## config.mk

```make
export PLATFORM = sky130hd
export DESIGN_NAME = alu_subsystem
export DESIGN_NICKNAME = d
export VERILOG_FILES = /design/src/rtl/alu_ops_pkg.sv /design/src/rtl/alu_bus_pkg.sv /design/src/rtl/alu_core.sv /design/src/rtl/alu_muldiv.sv /design/src/rtl/alu_queue.sv /design/src/rtl/alu_subsystem.sv /design/src/rtl/alu_wb_slave.sv
export VERILOG_INCLUDE_DIRS = /design/src /design/src/rtl
export SDC_FILE = /design/constraint.sdc
export NUM_CORES = 2
export LEC_CHECK = 0
export BUFFER_PORTS_ARGS = -buffer_cell sky130_fd_sc_hd__buf_4
export CAP_MARGIN = 15
export CORE_UTILIZATION = 51
export DETAILED_ROUTE_END_ITERATION = 10
export PLACE_DENSITY = 0.79
export SYNTH_ARGS = -nofsm -noshare
export SYNTH_HDL_FRONTEND = slang
export SYNTH_SLANG_ARGS = --single-unit
```

## constraint.sdc

```tcl
create_clock -name clk_i -period 28.7 [get_ports clk_i]
set_clock_uncertainty 0.2 [all_clocks]
set_input_delay 1.435 -clock clk_i [delete_from_list [all_inputs] [get_ports clk_i]]
set_output_delay 1.435 -clock clk_i [all_outputs]
set_load 0.01 [all_outputs]
```

## src/rtl/alu_settings.svh

```systemverilog
`ifndef ALU_SETTINGS_SVH
`define ALU_SETTINGS_SVH

// data word width.
`define ALU_XLEN 32

// bits examined per cycle by CNTZ, CNTP and HMDST; divides ALU_XLEN.
`define ALU_COUNT_STEP 8

// entries in each of the two queues.
`define ALU_QUEUE_DEPTH 4

`endif

```

## src/rtl/alu_ops_pkg.sv

```systemverilog
`include "alu_settings.svh"

package alu_ops_pkg;

    typedef logic [`ALU_XLEN-1:0]   word_t;
    typedef logic [2*`ALU_XLEN-1:0] dword_t;   // full product.
    typedef logic [4:0]             shamt_t;

    typedef enum logic [4:0] {
        OP_AND,
        OP_OR,
        OP_XOR,
        OP_SLL,
        OP_SRL,
        OP_SRA,
        OP_SLT,
        OP_SLTU,
        OP_ADD,
        OP_SUB,
        OP_MUL,
        OP_MULH,
        OP_DIV,
        OP_DIVU,
        OP_REM,
        OP_REMU,
        OP_HMDST,   // popcount of a xor b.
        OP_PKG,
        OP_RVRS,
        OP_SLADD,
        OP_CNTZ,
        OP_CNTP
    } alu_opcode_e;

    typedef struct packed {
        alu_opcode_e opcode;
        word_t       a;
        word_t       b;
    } alu_req_t;

    typedef struct packed {
        word_t result;
        logic  eq;
        logic  lt;    // signed.
        logic  ltu;
    } alu_res_t;

    typedef enum logic [1:0] {ST_IDLE, ST_COUNT, ST_MULDIV, ST_PUSH} core_state_e;

endpackage

```

## src/rtl/alu_bus_pkg.sv

```systemverilog
package alu_bus_pkg;

    import alu_ops_pkg::*;

    typedef logic [2:0] wb_adr_t;   // word address.

    typedef struct packed {
        logic    cyc;
        logic    stb;
        logic    we;
        wb_adr_t adr;
        word_t   dat;
    } wb_req_t;

    typedef struct packed {
        logic  ack;
        word_t dat;
    } wb_rsp_t;

    typedef enum wb_adr_t {
        REG_OPERAND_A = 3'd0,
        REG_OPERAND_B = 3'd1,
        REG_ISSUE     = 3'd2,
        REG_RESULT    = 3'd3,
        REG_STATUS    = 3'd4
    } reg_addr_e;

endpackage

```

## src/rtl/alu_core.sv

```systemverilog
`timescale 1ns/100ps

`include "alu_settings.svh"

module alu_core
    import alu_ops_pkg::*;
(
    input  logic     clk_i,
    input  logic     rstn_i,
    input  alu_req_t opq_head_i,
    input  logic     opq_empty_i,
    input  logic     resq_full_i,
    output logic     opq_pop_o,
    output logic     resq_push_o,
    output alu_res_t resq_data_o
);

    localparam int XLEN     = `ALU_XLEN;
    localparam int STEP     = `ALU_COUNT_STEP;
    localparam int NCHUNK   = XLEN / STEP;
    localparam int IDX_W    = (NCHUNK > 1) ? $clog2(NCHUNK) : 1;
    localparam int LAST_IDX = NCHUNK - 1;

    core_state_e      state_q;
    core_state_e      state_d;
    alu_req_t         req_q;
    alu_res_t         res_q;
    logic [IDX_W-1:0] idx_q;
    logic             zdone_q;    // a one bit was already seen by CNTZ.
    word_t            src;
    logic [STEP-1:0]  chunk;
    word_t            chunk_cnt;
    word_t            cnt_sum;
    logic             zero_run;
    logic             md_start;
    logic             md_done;
    word_t            md_result;

    function automatic word_t simple_op(alu_req_t r);
        word_t  res;
        shamt_t sh;
        sh  = r.b[4:0];
        res = '0;
        case (r.opcode)
            OP_AND:   res = r.a & r.b;
            OP_OR:    res = r.a | r.b;
            OP_XOR:   res = r.a ^ r.b;
            OP_SLL:   res = r.a << sh;
            OP_SRL:   res = r.a >> sh;
            OP_SRA:   res = word_t'($signed(r.a) >>> sh);
            OP_SLT:   res = word_t'($signed(r.a) < $signed(r.b));
            OP_SLTU:  res = word_t'(r.a < r.b);
            OP_ADD:   res = r.a + r.b;
            OP_SUB:   res = r.a - r.b;
            OP_PKG:   res = {r.b[XLEN-1:XLEN/2], r.a[XLEN/2-1:0]};
            OP_SLADD: res = {r.a[XLEN-2:0], 1'b0} + r.b;
            OP_RVRS: begin
                for (int i = 0; i < XLEN; i++) begin
                    res[i] = r.a[XLEN-1-i];
                end
            end
            default:  res = '0;   // counting ops start from zero.
        endcase
        return res;
    endfunction

    assign src   = (req_q.opcode == OP_HMDST) ? (req_q.a ^ req_q.b) : req_q.a;
    assign chunk = src[idx_q*STEP +: STEP];

    always_comb begin
        chunk_cnt = '0;
        zero_run  = !zdone_q;
        for (int i = 0; i < STEP; i++) begin
            if (req_q.opcode == OP_CNTZ) begin
                if (chunk[i]) begin
                    zero_run = 1'b0;
                end else if (zero_run) begin
                    chunk_cnt = chunk_cnt + word_t'(1);
                end
            end else begin
                chunk_cnt = chunk_cnt + word_t'(chunk[i]);
            end
        end
    end

    assign cnt_sum = res_q.result + chunk_cnt;   // shared accumulator adder.

    always_comb begin
        state_d     = state_q;
        opq_pop_o   = 1'b0;
        md_start    = 1'b0;
        resq_push_o = 1'b0;
        case (state_q)
            ST_IDLE: begin
                if (!opq_empty_i) begin
                    opq_pop_o = 1'b1;
                    if (opq_head_i.opcode inside {OP_CNTZ, OP_CNTP, OP_HMDST}) begin
                        state_d = ST_COUNT;
                    end else if (opq_head_i.opcode inside {[OP_MUL:OP_REMU]}) begin
                        md_start = 1'b1;
                        state_d  = ST_MULDIV;
                    end else begin
                        state_d = ST_PUSH;
                    end
                end
            end
            ST_COUNT:  state_d = (idx_q == IDX_W'(LAST_IDX)) ? ST_PUSH : ST_COUNT;
            ST_MULDIV: state_d = md_done ? ST_PUSH : ST_MULDIV;
            ST_PUSH: begin
                if (!resq_full_i) begin
                    resq_push_o = 1'b1;
                    state_d     = ST_IDLE;
                end
            end
            default:   state_d = ST_IDLE;
        endcase
    end

    always_ff @(posedge clk_i) begin
        if (!rstn_i) begin
            state_q <= ST_IDLE;
            idx_q   <= '0;
            zdone_q <= 1'b0;
        end else begin
            state_q <= state_d;
            if (state_q == ST_COUNT) begin
                idx_q   <= idx_q + IDX_W'(1);
                zdone_q <= zdone_q || (|chunk);
            end else begin
                idx_q   <= '0;
                zdone_q <= 1'b0;
            end
        end
    end

    always_ff @(posedge clk_i) begin
        if (opq_pop_o) begin
            req_q        <= opq_head_i;
            res_q.result <= simple_op(opq_head_i);
            res_q.eq     <= (opq_head_i.a == opq_head_i.b);
            res_q.lt     <= ($signed(opq_head_i.a) < $signed(opq_head_i.b));
            res_q.ltu    <= (opq_head_i.a < opq_head_i.b);
        end else if (state_q == ST_COUNT) begin
            res_q.result <= cnt_sum;
        end else if (state_q == ST_MULDIV && md_done) begin
            res_q.result <= md_result;
        end
    end

    assign resq_data_o = res_q;

    alu_muldiv u_muldiv (
        .clk_i    (clk_i),
        .rstn_i   (rstn_i),
        .start_i  (md_start),
        .opcode_i (opq_head_i.opcode),
        .a_i      (opq_head_i.a),
        .b_i      (opq_head_i.b),
        .done_o   (md_done),
        .result_o (md_result)
    );

endmodule

```

## src/rtl/alu_muldiv.sv

```systemverilog
`timescale 1ns/100ps

`include "alu_settings.svh"

module alu_muldiv
    import alu_ops_pkg::*;
(
    input  logic        clk_i,
    input  logic        rstn_i,
    input  logic        start_i,
    input  alu_opcode_e opcode_i,
    input  word_t       a_i,
    input  word_t       b_i,
    output logic        done_o,
    output word_t       result_o
);

    localparam int XLEN  = `ALU_XLEN;
    localparam int CNT_W = $clog2(XLEN + 1);

    alu_opcode_e      op_q;
    dword_t           acc_q;      // product, or remainder over quotient.
    word_t            opnd_q;     // multiplicand or divisor magnitude.
    word_t            a_q;
    logic             neg_q;
    logic             b_zero_q;
    logic             busy_q;
    logic [CNT_W-1:0] cnt_q;
    logic             signed_op;
    logic             start_mul;
    logic             a_neg;
    logic             b_neg;
    word_t            a_mag;
    word_t            b_mag;
    word_t            mul_add;
    logic [XLEN:0]    mul_sum;
    logic [XLEN:0]    div_part;
    logic [XLEN:0]    div_trial;
    dword_t           prod_fix;
    word_t            quo_fix;
    word_t            rem_fix;

    assign signed_op = opcode_i inside {OP_MUL, OP_MULH, OP_DIV, OP_REM};
    assign start_mul = opcode_i inside {OP_MUL, OP_MULH};
    assign a_neg     = signed_op && a_i[XLEN-1];
    assign b_neg     = signed_op && b_i[XLEN-1];
    assign a_mag     = a_neg ? -a_i : a_i;
    assign b_mag     = b_neg ? -b_i : b_i;

    assign mul_add   = acc_q[0] ? opnd_q : '0;
    assign mul_sum   = {1'b0, acc_q[2*XLEN-1:XLEN]} + {1'b0, mul_add};
    assign div_part  = acc_q[2*XLEN-1:XLEN-1];   // remainder with next dividend bit.
    assign div_trial = div_part - {1'b0, opnd_q};

    assign done_o = busy_q && (cnt_q == CNT_W'(XLEN));

    always_ff @(posedge clk_i) begin
        if (!rstn_i) begin
            busy_q <= 1'b0;
            cnt_q  <= '0;
        end else if (start_i && !busy_q) begin
            busy_q <= 1'b1;
            cnt_q  <= '0;
        end else if (done_o) begin
            busy_q <= 1'b0;
        end else if (busy_q) begin
            cnt_q <= cnt_q + CNT_W'(1);
        end
    end

    always_ff @(posedge clk_i) begin
        if (start_i && !busy_q) begin
            op_q     <= opcode_i;
            a_q      <= a_i;
            b_zero_q <= (b_i == '0);
            neg_q    <= (opcode_i == OP_REM) ? a_neg : (a_neg ^ b_neg);
            acc_q    <= start_mul ? {{XLEN{1'b0}}, b_mag} : {{XLEN{1'b0}}, a_mag};
            opnd_q   <= start_mul ? a_mag : b_mag;
        end else if (busy_q && !done_o) begin
            if (op_q inside {OP_MUL, OP_MULH}) begin
                acc_q <= {mul_sum, acc_q[XLEN-1:1]};
            end else if (!div_trial[XLEN]) begin
                acc_q <= {div_trial[XLEN-1:0], acc_q[XLEN-2:0], 1'b1};
            end else begin
                acc_q <= {div_part[XLEN-1:0], acc_q[XLEN-2:0], 1'b0};
            end
        end
    end

    // most negative over minus one needs no special case here.
    assign prod_fix = neg_q ? -acc_q : acc_q;
    assign quo_fix  = neg_q ? -acc_q[XLEN-1:0] : acc_q[XLEN-1:0];
    assign rem_fix  = neg_q ? -acc_q[2*XLEN-1:XLEN] : acc_q[2*XLEN-1:XLEN];

    always_comb begin
        case (op_q)
            OP_MUL:          result_o = prod_fix[XLEN-1:0];
            OP_MULH:         result_o = prod_fix[2*XLEN-1:XLEN];
            OP_DIV, OP_DIVU: result_o = b_zero_q ? '1 : quo_fix;
            default:         result_o = b_zero_q ? a_q : rem_fix;
        endcase
    end

endmodule

```

## src/rtl/alu_queue.sv

```systemverilog
`timescale 1ns/100ps

module alu_queue #(
    parameter type T     = logic [7:0],
    parameter int  DEPTH = 4
) (
    input  logic clk_i,
    input  logic rstn_i,
    input  logic push_i,
    input  T     push_data_i,
    input  logic pop_i,
    output T     head_o,
    output logic full_o,
    output logic empty_o
);

    localparam int PTR_W = (DEPTH > 1) ? $clog2(DEPTH) : 1;
    localparam int CNT_W = $clog2(DEPTH + 1);

    T                 mem [DEPTH];
    logic [PTR_W-1:0] wr_ptr_q;
    logic [PTR_W-1:0] rd_ptr_q;
    logic [CNT_W-1:0] count_q;

    function automatic logic [PTR_W-1:0] ptr_next(logic [PTR_W-1:0] ptr);
        return (ptr == PTR_W'(DEPTH - 1)) ? '0 : ptr + 1'b1;
    endfunction

    always_ff @(posedge clk_i) begin
        if (!rstn_i) begin
            wr_ptr_q <= '0;
            rd_ptr_q <= '0;
            count_q  <= '0;
        end else begin
            if (push_i) begin
                wr_ptr_q <= ptr_next(wr_ptr_q);
            end
            if (pop_i) begin
                rd_ptr_q <= ptr_next(rd_ptr_q);
            end
            case ({push_i, pop_i})
                2'b10:   count_q <= count_q + CNT_W'(1);
                2'b01:   count_q <= count_q - CNT_W'(1);
                default: count_q <= count_q;   // none, or both at once.
            endcase
        end
    end

    always_ff @(posedge clk_i) begin
        if (push_i) begin
            mem[wr_ptr_q] <= push_data_i;
        end
    end

    assign head_o  = mem[rd_ptr_q];
    assign full_o  = (count_q == CNT_W'(DEPTH));
    assign empty_o = (count_q == '0);

endmodule

```

## src/rtl/alu_subsystem.sv

```systemverilog
`timescale 1ns/100ps

`include "alu_settings.svh"

module alu_subsystem
    import alu_ops_pkg::*;
    import alu_bus_pkg::*;
(
    input  logic    clk_i,
    input  logic    rstn_i,
    input  wb_req_t wb_req_i,
    output wb_rsp_t wb_rsp_o
);

    alu_req_t opq_data;
    alu_req_t opq_head;
    logic     opq_push;
    logic     opq_pop;
    logic     opq_full;
    logic     opq_empty;
    alu_res_t resq_data;
    alu_res_t resq_head;
    logic     resq_push;
    logic     resq_pop;
    logic     resq_full;
    logic     resq_empty;

    alu_wb_slave u_wb_slave (
        .clk_i        (clk_i),
        .rstn_i       (rstn_i),
        .wb_req_i     (wb_req_i),
        .opq_full_i   (opq_full),
        .resq_head_i  (resq_head),
        .resq_empty_i (resq_empty),
        .wb_rsp_o     (wb_rsp_o),
        .opq_push_o   (opq_push),
        .opq_data_o   (opq_data),
        .resq_pop_o   (resq_pop)
    );

    alu_queue #(.T(alu_req_t), .DEPTH(`ALU_QUEUE_DEPTH)) u_op_queue (
        .clk_i       (clk_i),
        .rstn_i      (rstn_i),
        .push_i      (opq_push),
        .push_data_i (opq_data),
        .pop_i       (opq_pop),
        .head_o      (opq_head),
        .full_o      (opq_full),
        .empty_o     (opq_empty)
    );

    alu_queue #(.T(alu_res_t), .DEPTH(`ALU_QUEUE_DEPTH)) u_res_queue (
        .clk_i       (clk_i),
        .rstn_i      (rstn_i),
        .push_i      (resq_push),
        .push_data_i (resq_data),
        .pop_i       (resq_pop),
        .head_o      (resq_head),
        .full_o      (resq_full),
        .empty_o     (resq_empty)
    );

    alu_core u_core (
        .clk_i       (clk_i),
        .rstn_i      (rstn_i),
        .opq_head_i  (opq_head),
        .opq_empty_i (opq_empty),
        .resq_full_i (resq_full),
        .opq_pop_o   (opq_pop),
        .resq_push_o (resq_push),
        .resq_data_o (resq_data)
    );

endmodule

```

## src/rtl/alu_wb_slave.sv

```systemverilog
`timescale 1ns/100ps

module alu_wb_slave
    import alu_ops_pkg::*;
    import alu_bus_pkg::*;
(
    input  logic     clk_i,
    input  logic     rstn_i,
    input  wb_req_t  wb_req_i,
    input  logic     opq_full_i,
    input  alu_res_t resq_head_i,
    input  logic     resq_empty_i,
    output wb_rsp_t  wb_rsp_o,
    output logic     opq_push_o,
    output alu_req_t opq_data_o,
    output logic     resq_pop_o
);

    word_t     opnd_a_q;
    word_t     opnd_b_q;
    word_t     rdata_q;
    word_t     status;
    logic      ack_q;
    logic      access;
    logic      ready;
    logic      accept;
    reg_addr_e reg_sel;

    assign reg_sel = reg_addr_e'(wb_req_i.adr);
    assign access  = wb_req_i.cyc && wb_req_i.stb && !ack_q;   // one access per ack.

    // issue waits for room, result readout waits for data.
    always_comb begin
        case (reg_sel)
            REG_ISSUE:  ready = !wb_req_i.we || !opq_full_i;
            REG_RESULT: ready = wb_req_i.we || !resq_empty_i;
            default:    ready = 1'b1;
        endcase
    end

    assign accept     = access && ready;
    assign opq_push_o = accept && wb_req_i.we && (reg_sel == REG_ISSUE);
    assign resq_pop_o = accept && !wb_req_i.we && (reg_sel == REG_RESULT);
    assign opq_data_o = '{opcode: alu_opcode_e'(wb_req_i.dat[4:0]), a: opnd_a_q, b: opnd_b_q};

    always_comb begin
        status    = '0;
        status[0] = !resq_empty_i;
        status[1] = opq_full_i;
        if (!resq_empty_i) begin
            status[4] = resq_head_i.eq;
            status[5] = resq_head_i.lt;
            status[6] = resq_head_i.ltu;
        end
    end

    always_ff @(posedge clk_i) begin
        if (!rstn_i) begin
            ack_q <= 1'b0;
        end else begin
            ack_q <= accept;
        end
    end

    always_ff @(posedge clk_i) begin
        if (accept && wb_req_i.we) begin
            if (reg_sel == REG_OPERAND_A) begin
                opnd_a_q <= wb_req_i.dat;
            end
            if (reg_sel == REG_OPERAND_B) begin
                opnd_b_q <= wb_req_i.dat;
            end
        end
        if (accept && !wb_req_i.we) begin
            case (reg_sel)
                REG_RESULT: rdata_q <= resq_head_i.result;
                REG_STATUS: rdata_q <= status;
                default:    rdata_q <= '0;   // write-only or unmapped.
            endcase
        end
    end

    assign wb_rsp_o = '{ack: ack_q, dat: rdata_q};

endmodule

```

# [Yosys cells after proc, flatten, opt, wreduce, memory -nomap -nowiden]
# Memory sizes are Yosys's and may differ from the RTL's. A register that Yosys moved wholly into a read port is not among the register bits.
# Index checks and enable logic that the tools add are counted.
[op_classes] n_addsub=35 multipliers=0 div_mod_pow=0 n_lt_le_gt_ge=4 n_eq_ne=47 shifts=4 muxes=93 n_bitwise=7 reduce_logical=47
[op_table] cell="$mux W32" count=36
[op_table] cell="$pmux W32 S13" count=1
[op_table] cell="$mux W64" count=5
[op_table] cell="$add A32 B1 Y32" count=7
[op_table] cell="$add A32 B1 Y32 const B" count=7
[op_table] cell="$neg A32 Y32" count=4
[op_table] cell="$add A32 B32 Y32" count=3
[op_table] cell="$pmux W32 S3" count=1
[op_table] cell="$lt A32 B32 Y1" count=2
[op_table] cell="$neg A64 Y64" count=1
[op_table] cell="$pmux W32 S2" count=1
[op_table] cell="$xor A32 B32 Y32" count=2
[op_table] cell="$eq A5 B4 Y1 const B" count=10
[op_table] cell="$eq A5 B5 Y1 const B" count=8
[op_table] cell="$add A32 B32 Y33" count=1
[op_table] cell="$sub A33 B32 Y33" count=1
[op_table] cell="$and A32 B32 Y32" count=1
[op_table] cell="$eq A32 B32 Y1" count=1
[op_table] cell="$logic_not A32 Y1" count=1
[op_table] cell="$mux W1" count=32
[op_table] cell="$or A32 B32 Y32" count=1
[op_table] cell="$shiftx A32 B6 Y8" count=1
[op_table] cell="$shl A32 B5 Y32" count=1
[op_table] cell="$shr A32 B5 Y32" count=1
[op_table] cell="37 further kinds" count=108
[word_totals] regBits=362 latchBits=0 ram_bits=416 rom_bits=0 in_bits=40 word_cells=267 mem_count=2
[memory_table] memory="u_op_queue.mem" words=4 word_bits=69 read_ports=1 rd_ports_with_merged_regs=1 wr=1 line_no="alu_queue.sv:20" text="T mem [DEPTH];"
[memory_table] memory="u_res_queue.mem" words=4 word_bits=35 read_ports=1 rd_ports_with_merged_regs=1 wr=1 line_no="alu_queue.sv:20"

# [Depth between registers and ports, before layout]
[logic_depth] ltp_word=36 depth_mapped=50 depth_no_buf=48

# [Hierarchy]
# From an unflattened synthesis, not the netlist that was laid out.
[hier_totals] cells_unflattened=4805 area_unflattened_um2=50542.2
[modules_own_cells] mod="alu_core" n_inst=1 cells_per_inst=2239 area_per_inst_um2=16877.4 seq_area_each_um2=3223.1
[modules_own_cells] mod="alu_muldiv" n_inst=1 cells_per_inst=1773 area_per_inst_um2=14335.0 seq_area_each_um2=4194.0
[modules_own_cells] mod="alu_queue at u_op_queue" n_inst=1 cells_per_inst=408 area_per_inst_um2=10428.8 seq_area_each_um2=8468.1
[modules_own_cells] mod="alu_queue at u_res_queue" n_inst=1 cells_per_inst=230 area_per_inst_um2=5566.6 seq_area_each_um2=4384.2
[modules_own_cells] mod="alu_wb_slave" n_inst=1 cells_per_inst=155 area_per_inst_um2=3334.4 seq_area_each_um2=2902.8

# [Worst setup path before layout]
# OpenSTA, ideal clock, no wires.
[synth_timing] path_type="reg2reg" from="reg u_core.req_q[65] (netlist bit)" to="reg u_core.res_q (netlist bit u_core.resq_data_o[31]) (data pin)" t_arrival_ps=8813 required_ps=28133 setup_slack_ps=19320 path_stages_with_launch=50 n_path_buf=1 path_cell_list="edfxtp_1 > nor3b_4 > clkbuf_1 > a311o_1 > nand4_1 > a221oi_1 > nor2_1 > mux2_2 > ha_1 > nor2_1 > o31ai_1 > ha_1 > ha_1 > nand2_1 > o21a_1 > inv_1 > ha_1 > nand3_1 > [... 14 more ...] > and2_1 > a31oi_1 > or2_2 > o311a_1 > mux2i_1 > xnor2_1 > ha_1 > inv_1 > o21bai_1 > a21oi_1 > o21bai_1 > a21oi_1 > nor2_1 > nand2_1 > nor2_1 > xnor2_1 > o21ai_0 > o22ai_1"
[synth_via] elab_chain_cells=36 word_cells_on_any_way=58 cone_classes="add/sub: 15; eq/ne: 2; shift: 1; mux: 40"
[synth_rtl] item="from (decl)" line_no="alu_core.sv:26" text="alu_req_t req_q;"
[synth_rtl] item="from (signal assigned)" line_no="alu_core.sv:138" text="req_q <= opq_head_i;"
[synth_rtl] item="$eq A5 B5 Y1" line_no="alu_core.sv:67" text="assign src = (req_q.opcode == OP_HMDST) ? (req_q.a ^ req_q.b) : req_q.a;"
[synth_rtl] item="$mux W32" line_no="alu_core.sv:67"
[synth_rtl] item="$shiftx A32 B6 Y8" line_no="alu_core.sv:68" text="assign chunk = src[idx_q*STEP +: STEP];"
[synth_rtl] item="$mux W32" line_no="alu_core.sv:75" text="if (chunk[i]) begin"
[synth_rtl] item="$mux W32" line_no="alu_core.sv:74" text="if (req_q.opcode == OP_CNTZ) begin"
[synth_rtl] item="$add A32 B1 Y32" line_no="alu_core.sv:78" text="chunk_cnt = chunk_cnt + word_t'(1);"
[synth_rtl] item="$mux W32" line_no="alu_core.sv:77" text="end else if (zero_run) begin"
[synth_rtl] item="$mux W32" line_no="alu_core.sv:75"
[synth_rtl] item="[... 20 more ...]"
[synth_rtl] item="$mux W32" line_no="alu_core.sv:74"
[synth_rtl] item="$add A32 B1 Y32" line_no="alu_core.sv:78"
[synth_rtl] item="$mux W32" line_no="alu_core.sv:77"
[synth_rtl] item="$mux W32" line_no="alu_core.sv:75"
[synth_rtl] item="$mux W32 (*)" line_no="alu_core.sv:74"
[synth_rtl] item="$add A32 B32 Y32 (*)" line_no="alu_core.sv:86" text="assign cnt_sum = res_q.result + chunk_cnt;"
[synth_rtl] item="$mux W32 (*)" line_no="alu_core.sv:143" text="end else if (state_q == ST_COUNT) begin"
[synth_rtl] item="$mux W32 (*)" line_no="alu_core.sv:137" text="if (opq_pop_o) begin"
[synth_rtl] item="to (decl)" line_no="alu_core.sv:27" text="alu_res_t res_q;"
# Mark *: on every way between the ends. The rest lies on a longest branch, timed or not.
# A chain may end at the register's enable or synchronous reset.

# [Worst setup path after layout]
[layout_timing] from="reg u_core.idx_q[0]" to="reg u_core.res_q (netlist bit u_core.resq_data_o[33]) (data pin)"
[layout_via] elab_chain_cells=34 word_cells_on_any_way=55 cone_classes="add/sub: 15; shift: 1; mux: 39"
[layout_rtl] item="from (decl)" line_no="alu_core.sv:28" text="logic [IDX_W-1:0] idx_q;"
[layout_rtl] item="from (signal assigned)" line_no="alu_core.sv:127" text="idx_q <= idx_q + IDX_W'(1);"
[layout_rtl] item="$shiftx A32 B6 Y8 (*)" line_no="alu_core.sv:68"
[layout_rtl] item="$mux W32" line_no="alu_core.sv:75"
[layout_rtl] item="$mux W32" line_no="alu_core.sv:74"
[layout_rtl] item="$add A32 B1 Y32" line_no="alu_core.sv:78"
[layout_rtl] item="$mux W32" line_no="alu_core.sv:77"
[layout_rtl] item="$mux W32" line_no="alu_core.sv:75"
[layout_rtl] item="$mux W32" line_no="alu_core.sv:74"
[layout_rtl] item="$add A32 B1 Y32" line_no="alu_core.sv:78"
[layout_rtl] item="[... 18 more ...]"
[layout_rtl] item="$mux W32" line_no="alu_core.sv:74"
[layout_rtl] item="$add A32 B1 Y32" line_no="alu_core.sv:78"
[layout_rtl] item="$mux W32" line_no="alu_core.sv:77"
[layout_rtl] item="$mux W32" line_no="alu_core.sv:75"
[layout_rtl] item="$mux W32 (*)" line_no="alu_core.sv:74"
[layout_rtl] item="$add A32 B32 Y32 (*)" line_no="alu_core.sv:86"
[layout_rtl] item="$mux W32 (*)" line_no="alu_core.sv:143"
[layout_rtl] item="$mux W32 (*)" line_no="alu_core.sv:137"
# Marked as above.

==> reports/metrics.cfg <==
[run_status]
status=completed

[power_and_ir_drop]
ir_drop_v=0.00006902
p_switching_mw=1.990
p_leak_nw=19.29
pwr_density_cell_mw_per_mm2=87.29
combPwrFrac_pct=45.9
p_sw_share_pct=42.29
internal_power_mw=2.716
power_frac_seq_pct=32.4
pwr-share-clk_pct=21.7

[floorplan]
die-area_mm2=0.09847
initial_core_util_pct=51.35
boundaryPins=73
die_h_um=313.8
rows=114
die_w_um=313.8
fp.coreArea_mm2=0.09657

[routing]
ant_nets=0
drt-initial-drc-count=5387
wl_um=173300
dr_total_vias=40570
drc=0
wire_per_inst_um=28.39
dr.pass1.iters=9
routed_via_density=6.647

[clocking]
numCtsBuffers=81
cts.reportedPaths.clkPinSlew_ns=0.06
postCtsSetupBuffers=0
postCtsHoldBufs=0
cts_root_buf=clkbuf_16
cts_tree=built
worstSkewPairLatency_ns=0.68
cts.path.max_buffers=3
htree_levels=3
post_cts_resized=0
clock-sinks=782

[global_routing]
grt_max_degree=80
antenna_found_initial=9
grt_overflow=0
grt_usage_pct=34.78
grt_pass1_vias=38320
grt_pass1_wl_um=252400

[sta]
maxSlewHeadroom_pct=4.449
rsz0062_at_grt=no
fmax_mhz=91.93
fin_crit_sh_pct=37.90
min_period_ns=10.88
whs_ns=0.2949
worst_pin_slew_ns=1.397
finalHoldViolations=0
fin_setup_tns_ns=0
report.final.slew_viol_count=0
setup_violations=0

[synth]
synth_fa_ha_area_share_pct=6.304
synth_edf_count=751
synth_compound_gate_area_share_pct=17.74
synth.cell_area_mm2=0.04958
yosysUniqueCellTypes=101
synthesis.instances=4805
ys_warn_count=0
syn_avg_cell_area_um2=10.32
synth_top_family_by_area=compound AO/OA/AOI/OAI gates
ys_seq_area_share_pct=46.73
ys_ff_latch=782
synth_ff_type=edfxtp_1
synthMuxAreaShare_pct=6.884
synthXorXnorAreaFrac_pct=5.675
async_reset_ff_share_pct=0
synthSimpleGateAreaFrac_pct=12.74

[final_layout]
drive_above_1_share_pct=9.762
final_common_cell=edfxtp_1
multi_input_area_mm2=0.02461
instances_no_fill=6104
nets=5046
final_cell_mix=edfxtp_1 (751), nor2_1 (460), nand2_1 (412)
register_area_mm2=0.02318
n_fill_cell=8172
area_growth_syn_to_layout_pct=8.754

[worst_setup_path]
critPathRequiredTime_ns=28.93
cp_max_fo=24
cp.arrival_ns=11.11
cpPeakStageDelay_ns=0.94
cp_slowest_cell=dfxtp_1
start_kind=flip-flop
end_kind=flip-flop
cp_common_cell=ha_1
criticalPathCategory=reg -> reg

[placement]
place_hpwl_um=124000
io_buffer_count=72
gp_congestion=1.072
dp.cells=5953

[worst_hold_path]
worstHoldPathType=reg -> reg

[run]
cap_violations=0

[synth_stat cells (all sizes together), types with 37 or more instances]
library cell  instances  area share, %
ha                  237            6.0
a21oi               400            4.0
nand2b               37           0.47
o21ai               282            2.8
o211ai               50           0.76
mux4                 97            4.4
and3                 43           0.54
edfxtp              751             45
o31ai                47           0.71
a21o                 67            1.0
clkbuf              210            1.6
xnor2               209            3.7
xor2                107            1.9
mux2i                98            2.0
o22ai                48           0.61
nand3                69           0.71
a221oi               37           0.65
nor3                 86           0.89
inv                 215            1.6
buf                  72           0.67
nor2                469            3.6
nor2b                67           0.85
nand2               413            3.1
a211oi              104            1.6
a31oi                90            1.1
[through the flow]
step	total power, mW	setup slack (ns)	utilization [%]	instance area (um2)
floorplan	2.941	19.32	-	49590
detailed placement	3.621	17.85	53.18	51350
global placement	3.597	18.05	53.18	51350
global route	4.901	16.79	55.83	53920
CTS	4.646	17.85	55.83	53910
finish	4.707	17.82	55.84	53920
[worst max-delay path, delay by kind of cell, from the launching register on]
family	cells	cell delay [ns]
compound gates	19	3.83
fa+ha+maj	9	2.55
simple gates	12	2.12
flops	1	0.94
mux	2	0.38
buf+inv	4	0.32
xor+xnor	2	0.25
[state kept, by name (all words and copies together), names as in the netlist, 2 cells and up, named ones only]
register,flops
u_op_queue.wr_ptr_q,2
u_op_queue.count_q,3
u_core.state_q,2
u_core.u_muldiv.a_q,32
u_wb_slave.opnd_b_q,32
u_res_queue.rd_ptr_q,2
u_res_queue.mem,140
u_wb_slave.opnd_a_q,32
u_res_queue.count_q,3
u_core.resq_data_o,35
u_wb_slave.rdata_q,32
u_core.u_muldiv.cnt_q,6
u_core.u_muldiv.opnd_q,32
u_core.req_q,69
u_op_queue.mem,276
u_core.u_muldiv.acc_q,64
u_core.u_muldiv.op_q,5
u_res_queue.wr_ptr_q,2
u_core.idx_q,2
u_op_queue.rd_ptr_q,2
[metal layers]
metal / track usage (%) / part of all wire, % / wire length (um) / vias up
met1: 46.58 / 39 / 67930 / 19660
met4: 22.33 / 7.3 / 12610 / 10
met3: 6.234 / 10 / 17550 / 560
met2: 52.20 / 43 / 75150 / 2391
li1: - / - / - / 17950
met5: 0 / 0.043 / 74 / -
[worst paths after layout]
path	to	slack [ns]	cells past startpoint	start
max	u_core.resq_data_o[33]$_DFFE_PP_	17.82	48	u_core.idx_q[0]$_SDFF_PN0_
min	u_op_queue.mem[3][3]$_DFFE_PP_	0.29	0	u_wb_slave.opnd_b_q[3]$_DFFE_PP_
max reg2reg	u_core.resq_data_o[33]$_DFFE_PP_	17.82	48	u_core.idx_q[0]$_SDFF_PN0_
min reg2reg	u_op_queue.mem[3][3]$_DFFE_PP_	0.29	0	u_wb_slave.opnd_b_q[3]$_DFFE_PP_
[power groups by stage]
stage          logic, mW  clock network [mW]  registers, mW
2_1_floorplan       1.45                   0           1.49
3_3_place_gp        2.06                   0           1.54
3_5_place_dp        2.08                   0           1.54
4_1_cts             2.09                1.04           1.52
5_1_grt             2.29                1.07           1.53
6_report            2.16                1.02           1.52
[area by class of cell]
cell class              count  share of cell area, %
diodes                      3                0.01392
clock buffers             101                  3.917
clock inverters            46                 0.8214
inverters                 218                  1.522
multi-input cells        3524                  45.63
flip-flops and latches    782                  42.99
well taps                1276                  2.961
repair buffers            154                  2.144
[cell families after synthesis]
kind of cell / after synthesis
XOR/XNOR: 318
AND/OR/NAND/NOR: 1365
other: 1
buffers and inverters: 500
flip-flops: 782
AO/OA/AOI/OAI: 1377
adder cells (fa/ha/maj): 245
multiplexers: 217
No activity file was read; power rests on OpenSTA's default activity.
